### config.mk
export PLATFORM = sky130hd
export DESIGN_NAME = memfy_top
export DESIGN_NICKNAME = d
export VERILOG_FILES = /design/src/verilog/memfy_pkg.sv /design/src/verilog/memfy_top.sv /design/src/verilog/memfy_load_align.sv /design/src/verilog/memfy_bus_fsm.sv /design/src/verilog/memfy_decode.sv
export SDC_FILE = /design/constraint.sdc
export NUM_CORES = 1
export LEC_CHECK = 0
export ABC_CLOCK_PERIOD_IN_PS = 5950
export BUFFER_PORTS_ARGS = -buffer_cell sky130_fd_sc_hd__buf_4
export CAP_MARGIN = 20
export CORE_MARGIN = 2
export CORE_UTILIZATION = 51
export CTS_BUF_LIST = sky130_fd_sc_hd__clkbuf_4 sky130_fd_sc_hd__clkbuf_8
export DETAILED_ROUTE_END_ITERATION = 8
export PLACE_DENSITY = 0.87
export RECOVER_POWER = 25
export SYNTH_ARGS = -nofsm -noshare
export SYNTH_HDL_FRONTEND = slang
export SYNTH_HIERARCHICAL = 1
export SYNTH_SLANG_ARGS = --single-unit
### constraint.sdc
create_clock -name aclk -period 5.95 [get_ports aclk]
set_input_delay 1.19 -clock aclk [delete_from_list [all_inputs] [get_ports aclk]]
set_output_delay 1.19 -clock aclk [all_outputs]
set_load 0.05 [all_outputs]
### src/verilog/memfy_pkg.sv
/* Shared types and constants of the load/store unit.
   Imported by every RTL module that needs them. */

package memfy_pkg;

    ////////////////////////////////////////
    // Basic widths
    ////////////////////////////////////////

    // Data and address word, XLEN fixed at 32
    typedef logic [31:0] word_t;
    // One strobe bit per byte lane
    typedef logic [3:0]  strb_t;
    typedef logic [4:0]  reg_addr_t;
    typedef logic [2:0]  funct3_t;
    typedef logic [6:0]  opcode_t;

    // Bit 0 load misaligned, bit 1 store misaligned
    typedef logic [1:0]  exc_t;

    localparam int EXC_LD_MA = 0;
    localparam int EXC_ST_MA = 1;

    ////////////////////////////////////////
    // RV32I encodings
    ////////////////////////////////////////

    localparam opcode_t OPC_LOAD  = 7'b0000011;
    localparam opcode_t OPC_STORE = 7'b0100011;

    // Load sizes and sign
    localparam funct3_t F3_LB  = 3'b000;
    localparam funct3_t F3_LH  = 3'b001;
    localparam funct3_t F3_LW  = 3'b010;
    localparam funct3_t F3_LBU = 3'b100;
    localparam funct3_t F3_LHU = 3'b101;
    // Store sizes
    localparam funct3_t F3_SB  = 3'b000;
    localparam funct3_t F3_SH  = 3'b001;
    localparam funct3_t F3_SW  = 3'b010;

    // Request sequencer states
    typedef enum logic [1:0] {
        IDLE  = 2'd0,
        ISSUE = 2'd1,
        RESP  = 2'd2
    } lsu_state_e;

endpackage
### src/verilog/memfy_top.sv
/* Load/store unit top level with an AXI4-lite master port.
   Ties decode, request sequencer and load alignment together. */

module memfy_top import memfy_pkg::*; #(
    parameter int ADDR_W = 32
) (
    input  logic              aclk,
    input  logic              aresetn,
    // Instruction side
    input  logic              inst_valid,
    output logic              inst_ready,
    input  word_t             inst,
    input  word_t             rs1_val,
    input  word_t             rs2_val,
    output exc_t              exceptions,
    // Register write
    output logic              rd_wr,
    output reg_addr_t         rd_addr,
    output word_t             rd_val,
    // AXI4-lite master
    output logic              awvalid,
    input  logic              awready,
    output logic [ADDR_W-1:0] awaddr,
    output logic              wvalid,
    input  logic              wready,
    output word_t             wdata,
    output strb_t             wstrb,
    input  logic              bvalid,
    output logic              bready,
    output logic              arvalid,
    input  logic              arready,
    output logic [ADDR_W-1:0] araddr,
    input  logic              rvalid,
    output logic              rready,
    input  word_t             rdata
);

    logic       is_load;
    logic       is_store;
    logic       misaligned;
    logic       inst_hs;
    funct3_t    funct3;
    reg_addr_t  rd;
    word_t      addr;
    word_t      st_wdata;
    strb_t      st_wstrb;
    funct3_t    ld_funct3;
    logic [1:0] ld_offset;

    memfy_decode u_decode (
        .inst       (inst),
        .rs1_val    (rs1_val),
        .rs2_val    (rs2_val),
        .is_load    (is_load),
        .is_store   (is_store),
        .funct3     (funct3),
        .rd         (rd),
        .addr       (addr),
        .misaligned (misaligned),
        .wdata      (st_wdata),
        .wstrb      (st_wstrb)
    );

    memfy_bus_fsm #(
        .ADDR_W (ADDR_W)
    ) u_bus_fsm (
        .aclk       (aclk),
        .aresetn    (aresetn),
        .inst_valid (inst_valid),
        .inst_ready (inst_ready),
        .is_load    (is_load),
        .is_store   (is_store),
        .misaligned (misaligned),
        .funct3     (funct3),
        .rd         (rd),
        .addr       (addr),
        .wdata_in   (st_wdata),
        .wstrb_in   (st_wstrb),
        .awvalid    (awvalid),
        .awready    (awready),
        .awaddr     (awaddr),
        .wvalid     (wvalid),
        .wready     (wready),
        .wdata      (wdata),
        .wstrb      (wstrb),
        .bvalid     (bvalid),
        .bready     (bready),
        .arvalid    (arvalid),
        .arready    (arready),
        .araddr     (araddr),
        .rvalid     (rvalid),
        .rready     (rready),
        .ld_funct3  (ld_funct3),
        .ld_offset  (ld_offset),
        .rd_wr      (rd_wr),
        .rd_addr    (rd_addr)
    );

    memfy_load_align u_load_align (
        .rdata     (rdata),
        .ld_funct3 (ld_funct3),
        .ld_offset (ld_offset),
        .rd_val    (rd_val)
    );

    ////////////////////////////////////////
    // Exceptions
    ////////////////////////////////////////

    // One-cycle pulse in the acceptance cycle, split by access kind
    assign inst_hs = inst_valid & inst_ready & misaligned;

    assign exceptions[EXC_LD_MA] = inst_hs & is_load;
    assign exceptions[EXC_ST_MA] = inst_hs & is_store;

endmodule

### src/verilog/memfy_load_align.sv
/* Combinational load alignment: shifts the read word down to the addressed
   byte and extends it to the register value. */

module memfy_load_align import memfy_pkg::*; (
    input  word_t      rdata,
    input  funct3_t    ld_funct3,
    input  logic [1:0] ld_offset,
    output word_t      rd_val
);

    word_t data_rot;

    // Addressed byte moved down to lane 0
    always_comb begin
        case (ld_offset)
            2'd1:    data_rot = {rdata[7:0],  rdata[31:8]};
            2'd2:    data_rot = {rdata[15:0], rdata[31:16]};
            2'd3:    data_rot = {rdata[23:0], rdata[31:24]};
            default: data_rot = rdata;
        endcase
    end

    // Field select and extension
    always_comb begin
        case (ld_funct3)
            F3_LB:   rd_val = {{24{data_rot[7]}}, data_rot[7:0]};
            F3_LBU:  rd_val = {24'd0, data_rot[7:0]};
            F3_LH:   rd_val = {{16{data_rot[15]}}, data_rot[15:0]};
            F3_LHU:  rd_val = {16'd0, data_rot[15:0]};
            F3_LW:   rd_val = data_rot;
            // Reserved sizes pass the word unchanged
            default: rd_val = data_rot;
        endcase
    end

endmodule

### src/verilog/memfy_bus_fsm.sv
/* Request sequencer: accepts one aligned LOAD or STORE, drives the AXI4-lite
   channels and holds the load context until the read response. */

module memfy_bus_fsm import memfy_pkg::*; #(
    parameter int ADDR_W = 32
) (
    input  logic              aclk,
    input  logic              aresetn,
    // Instruction side
    input  logic              inst_valid,
    output logic              inst_ready,
    input  logic              is_load,
    input  logic              is_store,
    input  logic              misaligned,
    input  funct3_t           funct3,
    input  reg_addr_t         rd,
    input  word_t             addr,
    input  word_t             wdata_in,
    input  strb_t             wstrb_in,
    // Write address and data
    output logic              awvalid,
    input  logic              awready,
    output logic [ADDR_W-1:0] awaddr,
    output logic              wvalid,
    input  logic              wready,
    output word_t             wdata,
    output strb_t             wstrb,
    // Write response
    input  logic              bvalid,
    output logic              bready,
    // Read address and data
    output logic              arvalid,
    input  logic              arready,
    output logic [ADDR_W-1:0] araddr,
    input  logic              rvalid,
    output logic              rready,
    // Load context towards alignment and register write
    output funct3_t           ld_funct3,
    output logic [1:0]        ld_offset,
    output logic              rd_wr,
    output reg_addr_t         rd_addr
);

    lsu_state_e        state;
    logic              op_load;
    logic              accept;
    logic              aw_pend;
    logic              w_pend;
    logic              ar_pend;
    logic              resp_done;
    logic [ADDR_W-1:0] addr_q;

    // Only an aligned load or store starts a bus request
    assign inst_ready = (state == IDLE);
    assign accept     = inst_valid & inst_ready & (is_load | is_store) & ~misaligned;

    // Channels still waiting for their ready after this cycle
    assign aw_pend = awvalid & ~awready;
    assign w_pend  = wvalid & ~wready;
    assign ar_pend = arvalid & ~arready;

    // Response channel opened only for the kind in flight
    assign bready    = (state == RESP) & ~op_load;
    assign rready    = (state == RESP) & op_load;
    assign resp_done = (bvalid & bready) | (rvalid & rready);

    // Register write falls on the read handshake
    assign rd_wr = rvalid & rready;

    assign awaddr = addr_q;
    assign araddr = addr_q;

    ////////////////////////////////////////
    // Control state
    ////////////////////////////////////////

    always_ff @(posedge aclk or negedge aresetn) begin
        if (!aresetn) begin
            state   <= IDLE;
            op_load <= 1'b0;
            awvalid <= 1'b0;
            wvalid  <= 1'b0;
            arvalid <= 1'b0;
        end else begin
            case (state)
                IDLE: begin
                    if (accept) begin
                        state   <= ISSUE;
                        op_load <= is_load;
                        awvalid <= is_store;
                        wvalid  <= is_store;
                        arvalid <= is_load;
                    end
                end
                ISSUE: begin
                    // aw and w retire independently
                    awvalid <= aw_pend;
                    wvalid  <= w_pend;
                    arvalid <= ar_pend;
                    if (!aw_pend && !w_pend && !ar_pend) begin
                        state <= RESP;
                    end
                end
                RESP: begin
                    if (resp_done) begin
                        state <= IDLE;
                    end
                end
                default: state <= IDLE;
            endcase
        end
    end

    ////////////////////////////////////////
    // Request payload and load context
    ////////////////////////////////////////

    // Captured at acceptance, held stable through ISSUE and RESP
    always_ff @(posedge aclk) begin
        if (accept) begin
            addr_q    <= addr[ADDR_W-1:0];
            wdata     <= wdata_in;
            wstrb     <= wstrb_in;
            ld_funct3 <= funct3;
            ld_offset <= addr[1:0];
            rd_addr   <= rd;
        end
    end

endmodule

### src/verilog/memfy_decode.sv
/* Combinational decode of a LOAD/STORE instruction: fields, effective address,
   alignment check and store byte lanes. */

module memfy_decode import memfy_pkg::*; (
    input  word_t     inst,
    input  word_t     rs1_val,
    input  word_t     rs2_val,
    output logic      is_load,
    output logic      is_store,
    output funct3_t   funct3,
    output reg_addr_t rd,
    output word_t     addr,
    output logic      misaligned,
    output word_t     wdata,
    output strb_t     wstrb
);

    opcode_t     opcode;
    logic [11:0] imm;
    logic [1:0]  offset;
    logic        ld_misaligned;
    logic        st_misaligned;
    strb_t       strb_base;

    ////////////////////////////////////////
    // Instruction fields
    ////////////////////////////////////////

    assign opcode = inst[6:0];
    assign funct3 = inst[14:12];
    assign rd     = inst[11:7];

    assign is_load  = (opcode == OPC_LOAD);
    assign is_store = (opcode == OPC_STORE);

    // I-type immediate for loads, S-type split immediate for stores
    assign imm = is_store ? {inst[31:25], inst[11:7]} : inst[31:20];

    // Effective address, immediate sign-extended to a word
    assign addr   = rs1_val + {{20{imm[11]}}, imm};
    assign offset = addr[1:0];

    ////////////////////////////////////////
    // Alignment rules
    ////////////////////////////////////////

    // Halfword needs an even offset, word needs offset zero
    always_comb begin
        ld_misaligned = 1'b0;
        if ((funct3 == F3_LH) || (funct3 == F3_LHU)) begin
            ld_misaligned = offset[0];
        end else if (funct3 == F3_LW) begin
            ld_misaligned = |offset;
        end
    end

    always_comb begin
        st_misaligned = 1'b0;
        if (funct3 == F3_SH) begin
            st_misaligned = offset[0];
        end else if (funct3 == F3_SW) begin
            st_misaligned = |offset;
        end
    end

    assign misaligned = (is_load & ld_misaligned) | (is_store & st_misaligned);

    ////////////////////////////////////////
    // Store lanes
    ////////////////////////////////////////

    // Rotate the source value left so byte 0 lands on the addressed lane
    always_comb begin
        case (offset)
            2'd1:    wdata = {rs2_val[23:0], rs2_val[31:24]};
            2'd2:    wdata = {rs2_val[15:0], rs2_val[31:16]};
            2'd3:    wdata = {rs2_val[7:0],  rs2_val[31:8]};
            default: wdata = rs2_val;
        endcase
    end

    // Size pattern before the lane shift
    always_comb begin
        case (funct3)
            F3_SB:   strb_base = 4'b0001;
            F3_SH:   strb_base = 4'b0011;
            F3_SW:   strb_base = 4'b1111;
            default: strb_base = 4'b0000;
        endcase
    end

    assign wstrb = strb_base << offset;

endmodule

== After elaboration in Yosys (flattened, before gate mapping) ==
Cells that the tools add are included.
Cells by class
  add/sub/neg operators: 1
  eq/ne operators: 19
  shifts and indexed selects: 1
  bitwise operators: 23
  mux-type cells: 17
  reductions and logical operators: 14
Operators by type and width (count)
  $pmux 32 s3: 2
  $pmux 32 s4: 1
  $add 32x32->32: 1
  $and 1x1->1: 15
  $pmux 4 s3: 1
  $eq 2x2->1 const B: 5
  $eq 3x3->1 const B: 3
  $eq 7x2->1 const B: 1
  $eq 7x6->1 const B: 1
  $eq 2x1->1 const B: 3
  $eq 3x1->1 const B: 2
  $logic_not 3->1: 2
  $mux 2: 3
  $pmux 1 s2: 3
  $pmux 2 s3: 1
  $mux 1: 5
  $mux 5: 1
  $not 1->1: 5
  $ne 2x1->1 const B: 2
  $reduce_and 2->1: 2
  $shl 4x2->4: 1
  $eq 3x2->1 const B: 1
  $logic_not 1->1: 3
  $or 1x1->1: 3
  7 further kinds: 8
Storage, ports and cells
  input bits: 136
  logic and storage cells: 86
  register bits after elaboration: 84
  output and inout bits: 146

== Depth between registers and ports, before layout ==
Gate-level depths: netlist (run 1).
  word-level depth: 12
  depth in mapped cells: 14
  gate-level depth less buffers: 13

== Hierarchy ==
The synthesis (run 1) kept the hierarchy.
By module, submodules not included
  memfy_bus_fsm: sequential area each 2432.3 µm², area an instance 2869.0 µm², instances 1, cells each 142
  memfy_decode: sequential area each 0.0 µm², area an instance 2782.7 µm², instances 1, cells each 336
  memfy_load_align: sequential area each 0.0 µm², area an instance 1149.9 µm², instances 1, cells each 104
  memfy_top: sequential area each 0.0 µm², area an instance 17.5 µm², instances 1, cells each 2

== Worst setup path before layout (run 1) ==
No wires, ideal clock.
  kind: input-to-reg
  start point: in inst[3]
  end point: reg u_bus_fsm.addr_q[10], in the netlist u_bus_fsm/araddr[10] (enable)
  path buffers: 2
  setup slack: -73 ps
  data required time: 5509 ps
  stages: 13
  library setup time: 441 ps
  arrival: 5582 ps
  cells stage by stage: nor4_1 nand4_1 inv_1 nand2_1 nand2_1 ha_1 fa_1 clkbuf_1 clkbuf_1 o21ai_0 a21oi_1 nor4b_4 o21a_1
Between the ends
  word-level cells in the longest chain between the ends: 10
  elaborated cells between the ends (all ways): 15
  those cells by class: add/sub (1); eq/ne (2); mux (4); bitwise (7); reduce/logical (1)
Ends and longest elaborated chain
  start: declaration: line memfy_top.sv:12  | input word_t inst,
  $eq 7x6->1 *: line memfy_decode.sv:34  | assign is_store = (opcode == OPC_STORE);
  net is_store: line memfy_top.sv:39  | logic is_store;
  $mux 5 *: line memfy_decode.sv:37  | assign imm = is_store ? {inst[31:25], inst[11:7]} : inst[31:20];
  $add 32x32->32 *: line memfy_decode.sv:40  | assign addr = rs1_val + {{20{imm[11]}}, imm};
  net addr[1]: line memfy_top.sv:44  | word_t addr;
  $reduce_or 2->1 *: line memfy_decode.sv:53, memfy_decode.sv:62
  $mux 1 *: line memfy_decode.sv:52, memfy_decode.sv:61
  $mux 1, on equally long branches: line memfy_decode.sv:50, memfy_decode.sv:59
  $and 1x1->1: line memfy_decode.sv:66  | assign misaligned = (is_load & ld_misaligned) | (is_store & st_misaligned);
  $or 1x1->1 *: line memfy_decode.sv:66
  net misaligned: line memfy_top.sv:40  | logic misaligned;
  $not 1->1 *: line memfy_bus_fsm.sv:55  | assign accept = inst_valid & inst_ready & (is_load | is_store) & ~misaligned;
  $and 1x1->1 *: line memfy_bus_fsm.sv:55
  net u_bus_fsm.accept: line memfy_bus_fsm.sv:46  | logic accept;
  end signal: assignment: line memfy_bus_fsm.sv:121  | addr_q <= addr[ADDR_W-1:0];
  end: declaration: line memfy_bus_fsm.sv:51  | logic [ADDR_W-1:0] addr_q;
The timed path passes the listed nets; every way through them passes the cells marked *.
A chain may end at the register's enable or synchronous reset.

== Worst setup path after layout (run 1) ==
  start point: in inst[3]
  end point: out exceptions[1]
Between the ends
  word-level cells in the longest chain between the ends: 10
  elaborated cells between the ends (all ways): 13
  those cells by class: add/sub (1); eq/ne (2); mux (4); bitwise (5); reduce/logical (1)
Ends and longest elaborated chain
  $eq 7x6->1 *: line memfy_decode.sv:34
  net is_store: line memfy_top.sv:39
  $mux 5 *: line memfy_decode.sv:37
  $add 32x32->32 *: line memfy_decode.sv:40
  net addr[1]: line memfy_top.sv:44
  $reduce_or 2->1 *: line memfy_decode.sv:53, memfy_decode.sv:62
  $mux 1 *: line memfy_decode.sv:52, memfy_decode.sv:61
  $mux 1, on equally long branches: line memfy_decode.sv:50, memfy_decode.sv:59
  $and 1x1->1: line memfy_decode.sv:66
  $or 1x1->1 *: line memfy_decode.sv:66
  net misaligned: line memfy_top.sv:40
  $and 1x1->1 *: line memfy_top.sv:111  | assign inst_hs = inst_valid & inst_ready & misaligned;
  $and 1x1->1 *: line memfy_top.sv:114  | assign exceptions[EXC_ST_MA] = inst_hs & is_store;
  end: declaration: line memfy_top.sv:15  | output exc_t exceptions,
Marked as above.

==> results of run 1 <==
-- power by group through the flow --
stage / Combinational [uW] / Sequential, uW / Clock, uW
after floorplan: 362 / 693 / 0
after global placement: 521 / 676 / 0
after detailed placement: 540 / 677 / 0
after CTS: 544 / 663 / 425
after global routing: 583 / 664 / 445
final: 542 / 663 / 419
-- stage by stage --
step | std cells | utilization | power (uW) | hold WS, ns | cell area (sq um)
6_report | 983 | 0.657 | 1620 | 0.565 | 8630
3_3_place_gp | 967 | 0.661 | 1200 | 0.541 | 8680
2_1_floorplan | 584 | - | 1060 | 0.511 | 6820
5_1_grt | 983 | 0.657 | 1690 | 0.581 | 8630
4_1_cts | 983 | 0.676 | 1630 | 0.573 | 8880
3_5_place_dp | 967 | 0.661 | 1220 | 0.555 | 8680
-- final timing paths --
path                       cells after the start  slack, ns                              to
max                                           12       1.02                   exceptions[1]
min                                            1       0.57   u_bus_fsm/arvalid$_DFFE_PN0P_
max reg2reg                                    3       3.89  u_bus_fsm/rd_addr[2]$_DFFE_PP_
min reg2reg                                    1       0.57   u_bus_fsm/arvalid$_DFFE_PN0P_
max in group asynchronous                      1       5.02   u_bus_fsm/op_load$_DFFE_PN0P_
min in group asynchronous                      1       0.68  u_bus_fsm/state[0]$_DFFE_PN0P_
-- worst reg2reg max path, cell delays in order (launching register included) --
cell and delay (ns):
dfrtp_1 0.47, nor4b_4 0.35, o21a_4 0.58, buf_12 0.32
-- placed cells by master (no fill, tap or decap), types with 6 or more instances in the layout --
master / netlist / routed
nand2_1: 65 / 65
a31oi_1: 7 / 7
inv_1: 15 / 15
nor2_1: 19 / 19
o21ai_2: 10 / 10
a21oi_1: 39 / 39
xnor2_1: 19 / 19
dfrtp_1: 6 / 6
o21ai_1: 8 / 8
buf_4: 45 / 208
nor3_1: 8 / 8
ha_1: 31 / 30
edfxtp_1: 76 / 76
mux4_2: 62 / 62
clkbuf_8: 0 / 9
clkbuf_1: 14 / 67
xor2_1: 9 / 9
nand4_1: 12 / 12
nand3_1: 8 / 8
a21o_1: 11 / 11
o211ai_1: 6 / 6
o21ai_0: 25 / 25
-- cell usage after synthesis (9+ instances only) --
cell       n
o21ai_0   25
inv_1     15
o21ai_2   10
ha_1      31
xnor2_1   19
nor2_1    19
mux4_2    62
nand2_1   65
a21oi_1   39
buf_4     45
clkbuf_1  14
nand4_1   12
edfxtp_1  76
a21o_1    11
xor2_1     9
-- logic make-up after synthesis --
group / share of synthesized area
and+or+nand+nor: 0.0998
DFF: 0.357
adders and majority gates: 0.0598
xor gates and xnor gates: 0.0360
muxes: 0.225
AOI/OAI and AO/OA: 0.142
buffers and inverters: 0.0802
-- state kept, by name, indices dropped and copies added, names as in the netlist --
name / cells
u_bus_fsm/op_load: 1
u_bus_fsm/wdata: 32
u_bus_fsm/rd_addr: 5
u_bus_fsm/ld_offset: 1
u_bus_fsm/wvalid: 1
u_bus_fsm/arvalid: 1
u_bus_fsm/state: 2
u_bus_fsm/ld_funct3: 3
u_bus_fsm/wstrb: 4
u_bus_fsm/awvalid: 1
u_bus_fsm/araddr: 31
-- final cells by class --
cell class              count  share of cell area
multi-input cells         413               0.446
flip-flops and latches     82               0.282
repair buffers            281               0.217
well taps                 176              0.0255
clock buffers               9              0.0143
clock inverters             7             0.00899
inverters                  15             0.00652
-- routing by layer --
layer / GRT usage / routed length [um] / up-vias / part of all wire
met5: 0 / 0 / - / 0
met4: 0.0809 / 565 / 0 / 0.030
met3: 0.0589 / 1640 / 52 / 0.088
met2: 0.470 / 9840 / 331 / 0.53
met1: 0.295 / 6620 / 2852 / 0.35
li1: - / - / 2685 / -
==> out/qor.yml, run 1 <==
status:
  status: "finished clean"
clocking:
  cts-root-buf: "clkbuf_8"
  ctsLongestPathBuffers: 2
  postCtsHoldBufs: 0
  cts_buffers: 9
  cts_tree: "yes"
  post-cts-setup-buffer-count: 0
  clk_pin_slew_ns: 0.08
  cts_max_level: 3
  clock_sinks: 82
  clkLatencyLatePin_ns: 0.36
  cts_resized: 0
hold_path:
  hp-start: "u_bus_fsm/arvalid$_DFFE_PN0P_"
  min_path_type: "reg -> reg"
critical_path:
  crit_required_ns: 4.76
  rr_startpoint: "u_bus_fsm/state[1]$_DFFE_PN0P_"
  cp_max_fo: 8
  critical-path-max-stage-delay_ns: 0.44
  crit_chain: "buf_4, nor4_1, nand4_1, inv_1, nand2_1, nand2_1, ha_2, fa_2, o21ai_0, a21oi_1, and4_1, buf_4"
  critPathTopFamily: "simple AND/OR/NAND/NOR gates"
  slowest_stage: "fa_2"
  arrival_ns: 3.74
  setup.worst_path.start: "inst[3]"
  critPathBufInv: 3
  cp-start-kind: "primary input"
  end_kind: "primary output"
  crit_type: "in -> out"
grt:
  grt_max_degree: 42
  antenna_found_initial: 0
  grt_pass1_vias: 5884
  globalRouteOverflowTotal: 0
  grt_pass1_wl_um: 29300
  track_usage: 0.256
synthesis:
  synth_ff_type: "edfxtp_1"
  synthCells: 584
  syn_area_sq_um: 6820
  ys_warn_count: 6
  yosys.area.top_type: "edfxtp_1"
  syn_area_per_cell_sq_um: 11.7
  synth_enable_flop_cells: 76
  synth-seq-cells: 82
  synth_area_leaders: "edfxtp_1, mux4_2, ha_1, buf_4, nand2_1"
  synthArstFlopShare: 0.0732
  synth_nets: 752
  synthDistinctLibCells: 71
  ys_seq_area_frac: 0.357
  synth_top_area_share: 0.335
floorplanning:
  die_y_um: 120
  die_x_um: 120
  core_sq_um: 13100
  initial_utilization: 0.519
  io_pins: 282
  dieArea_sq_um: 14300
  rows: 42
finish:
  nFillCells: 1045
  nets: 970
  drive_gt1_frac: 0.409
  area_growth_pct: 26.6
  seq_area_sq_um: 2430
  diodes: 0
  multi_input_area_sq_um: 3850
job:
  drv_cap: 0
power_and_ir_drop:
  p_per_area_nw_per_um2: 188
  switching_share: 0.318
  p_clk_frac: 0.258
  seq_power_share: 0.408
  p_leak_uw: 0.00347
  pwr-share-comb: 0.333
  p_int_uw: 1110
  vdd_drop_max_uv: 139
  power.switching_uw: 516
timing:
  hold_viol: 0
  slew_headroom: 0.390
  setup_ws_ns: 1.02
  finClkSkew_ns: 0.0115
  maxSlewViolCount: 0
  finalCriticalPeriod_ns: 4.93
  setup_tns_ns: 0
  fin_crit_sh: 0.828
  clock.fmax_mhz: 203
  rsz0062_at_grt: "no"
  setup_viol: 0
  worst_pin_slew_ns: 0.915
detailed_routing:
  totalWireLength_um: 18700
  drc: 0
  post_drt_wl_per_cell_um: 19.0
  initialDrtViolationCount: 442
  drtAntennaViolNets: 0
  firstDrtPassIters: 5
  via_count: 5920
  vias_per_cell: 6.02
placed_design:
  gp_congestion: 0.926
  hpwl_um: 14700
  port_buffers: 276
  pre_cts_slack_ns: 1.03
No activity file was read; power rests on OpenSTA's default activity.
==> run 2: changes to the inputs <==
--- a/config.mk
+++ b/config.mk
@@ -5,14 +5,14 @@
 export SDC_FILE = /design/constraint.sdc
 export NUM_CORES = 1
 export LEC_CHECK = 0
-export ABC_CLOCK_PERIOD_IN_PS = 5950
+export ABC_CLOCK_PERIOD_IN_PS = 4300
 export BUFFER_PORTS_ARGS = -buffer_cell sky130_fd_sc_hd__buf_4
 export CAP_MARGIN = 20
 export CORE_MARGIN = 2
-export CORE_UTILIZATION = 51
+export CORE_UTILIZATION = 46
 export CTS_BUF_LIST = sky130_fd_sc_hd__clkbuf_4 sky130_fd_sc_hd__clkbuf_8
 export DETAILED_ROUTE_END_ITERATION = 8
-export PLACE_DENSITY = 0.87
+export PLACE_DENSITY = 0.83
 export RECOVER_POWER = 25
 export SYNTH_ARGS = -nofsm -noshare
 export SYNTH_HDL_FRONTEND = slang
==> constraint.sdc (replaced) <==
create_clock -name aclk -period 4.3 [get_ports aclk]
set_input_delay 0.86 -clock aclk [delete_from_list [all_inputs] [get_ports aclk]]
set_output_delay 0.86 -clock aclk [all_outputs]
set_load 0.05 [all_outputs]
==> out/qor.yml, run 2 (same netlist as run 1, synthesis figures left out) <==
grt:
  met1_usage: 0.257  # -0.0381
  grt_max_degree: 39  # -7.1%
  grt_pass1_wl_um: 28200  # -3.8%
  grt_use_met3: 0.0497  # -0.00923
  globalRouteOverflowTotal: 0  # unchanged
  track_usage: 0.221  # -0.0350
  grt_pass1_vias: 5563  # -5.5%
  antenna_found_initial: 0  # unchanged
  grt_busiest_layer: "met2"
  use_met2: 0.410  # -0.0605
power_and_ir_drop:
  switching_share: 0.308  # -0.00940
  p_leak_uw: 0.00352  # +1.5%
  p_int_uw: 1600  # +45%
  p_per_area_nw_per_um2: 265  # +41%
  p_clk_frac: 0.282  # +0.024
  pwr-share-comb: 0.322  # -0.011
  vdd_drop_max_uv: 138  # -0.31%
  seq_power_share: 0.396  # -0.012
  power.total_uw: 2320  # +43%
  power.switching_uw: 714  # +38%
timing:
  hold_viol: 0  # unchanged
  slew_headroom: 0.491  # +0.101
  setup_tns_ns: 0  # unchanged
  clock.fmax_mhz: 248
  fin_crit_sh: 0.939
  finClkSkew_ns: 0.0166  # +0.00507 ns
  finalCriticalPeriod_ns: 4.04
  maxSlewViolCount: 0  # unchanged
  rsz0062_at_grt: "no"
  worst_pin_slew_ns: 0.764  # -0.152 ns
  setup_viol: 0  # unchanged
finish:
  top_register: "u_bus_fsm/wdata"
  nets: 977  # +0.72%
  nFillCells: 1262  # +21%
  largest_reg_flops: 32  # unchanged
  drive_gt1_frac: 0.420  # +0.0112
  diodes: 0  # unchanged
  area_growth_pct: 28.4
  final_common_cell: "buf_4"
  layout_common_cells: "buf_4, edfxtp_1, clkbuf_1"
detailed_routing:
  post_drt_wl_per_cell_um: 18.3  # -3.3%
  totalWireLength_um: 18300  # -1.9%
  firstDrtPassIters: 5  # unchanged
  drtAntennaViolNets: 0  # unchanged
  drc: 0  # unchanged
  via_count: 5753  # -2.8%
  vias_per_cell: 5.76  # -4.3%
  initialDrtViolationCount: 331  # -25%
floorplanning:
  core_sq_um: 14500  # +11%
  die_y_um: 126  # +5.1%
  io_pins: 282  # unchanged
  dieArea_sq_um: 15800  # +11%
  rows: 44  # +4.8%
  die_x_um: 126  # +5.1%
  initial_utilization: 0.469  # -0.0499
clocking:
  clk_pin_slew_ns: 0.08  # about the same
  clkLatencyLatePin_ns: 0.35  # about the same
  cts_resized: 0  # unchanged
  post-cts-setup-buffer-count: 0  # unchanged
  cts_tree: "yes"
  cts_max_level: 3  # unchanged
  postCtsHoldBufs: 0  # unchanged
  ctsLongestPathBuffers: 2  # unchanged
  clock_sinks: 82  # unchanged
  cts_buffers: 9  # unchanged
  cts-root-buf: "clkbuf_8"
critical_path:
  r2r_slack_ns: 2.69  # -1.20 ns
  crit_required_ns: 3.44  # -1.32 ns
  cp-start-kind: "primary input"
  crit_chain: "buf_4, nor4_2, nand4_1, buf_4, nand2_1, nand2_1, ha_2, fa_2, o21ai_1, a21oi_2, and4_4, buf_4"
  slowest_stage: "fa_2"
  reg2regPathDepth: 3  # unchanged
  cp_max_fo: 6  # -2
  r2r-end: "u_bus_fsm/wdata[31]$_DFFE_PP_"
  crit_type: "in -> out"
  end_kind: "primary output"
  arrival_ns: 3.18  # -0.56 ns
  rr_startpoint: "u_bus_fsm/state[1]$_DFFE_PN0P_"
  crit_top_cell: "buf_4"
  critical-path-max-stage-delay_ns: 0.56  # +0.12 ns
placed_design:
  hpwl_um: 14500  # -1.4%
  gp_congestion: 0.921  # -0.50%
  port_buffers: 276  # unchanged
job:
  drv_cap: 0  # unchanged
status:
  status: "finished clean"
hold_path:
  min_path_type: "in -> async"
[run 2: cell count changes in the layout (fill, tap and decap cells not counted), moves of 2 or more]
cell,change
buf_4,+6
and4_1,-2
clkinv_4,-2
and4_4,+2
[run 2: area by class of cell]
cell class                 instances  area (sq um)  share of cell area
inverter                          15          56.3             0.00643
multi-input combinational        413          3870               0.442
tap                              184           230              0.0263
clock inverter                     7           111              0.0127
sequential                        82          2430               0.278
timing repair buffer             288          1930               0.221
clock buffer                       9           124              0.0142
[run 2: critical path, delay by kind of cell]
kind            cells  cell delay, ns
buf+inv             3            0.50
simple gates        5            0.79
compound gates      2            0.25
fa+ha+maj           2            0.75
[run 2: through the flow]
stage,cell area [sq um],setup WS [ns],utilization,cells,hold WS [ns]
after floorplan,6850,0.0211,-,584,0.511
after global placement,8770,0.251,0.604,982,0.540
after detailed placement,8770,0.230,0.604,982,0.543
after CTS,9010,0.215,0.620,998,0.274
after global routing,8750,0.115,0.602,998,0.377
final,8750,0.263,0.602,998,0.380
[run 2: how the worst max path moves through the flow]
stage	to	cells after the start	startpoint
floorplan	u_bus_fsm/araddr[10]$_DFFE_PP_	13	inst[3]
global placement	exceptions[0]	12	inst[3]
detailed placement	exceptions[1]	12	inst[3]
CTS	exceptions[1]	12	inst[3]
global route	exceptions[0]	12	inst[3]
finish	exceptions[1]	12	inst[3]
[run 2: routing by layer]
metal  wire, um  vias to the layer above
li1           -                     2694
met1       6840                     2788
met2       9820                      252
met3       1380                       19
met4        274                        0
met5          0                        -
[run 2: power by group through the flow]
stage / clock network (uW) / registers, uW / logic, uW
3_3_place_gp: 0 / 935 / 731
4_1_cts: 675 / 917 / 753
6_report: 653 / 917 / 746
2_1_floorplan: 0 / 958 / 504
3_5_place_dp: 0 / 935 / 749
5_1_grt: 705 / 919 / 808
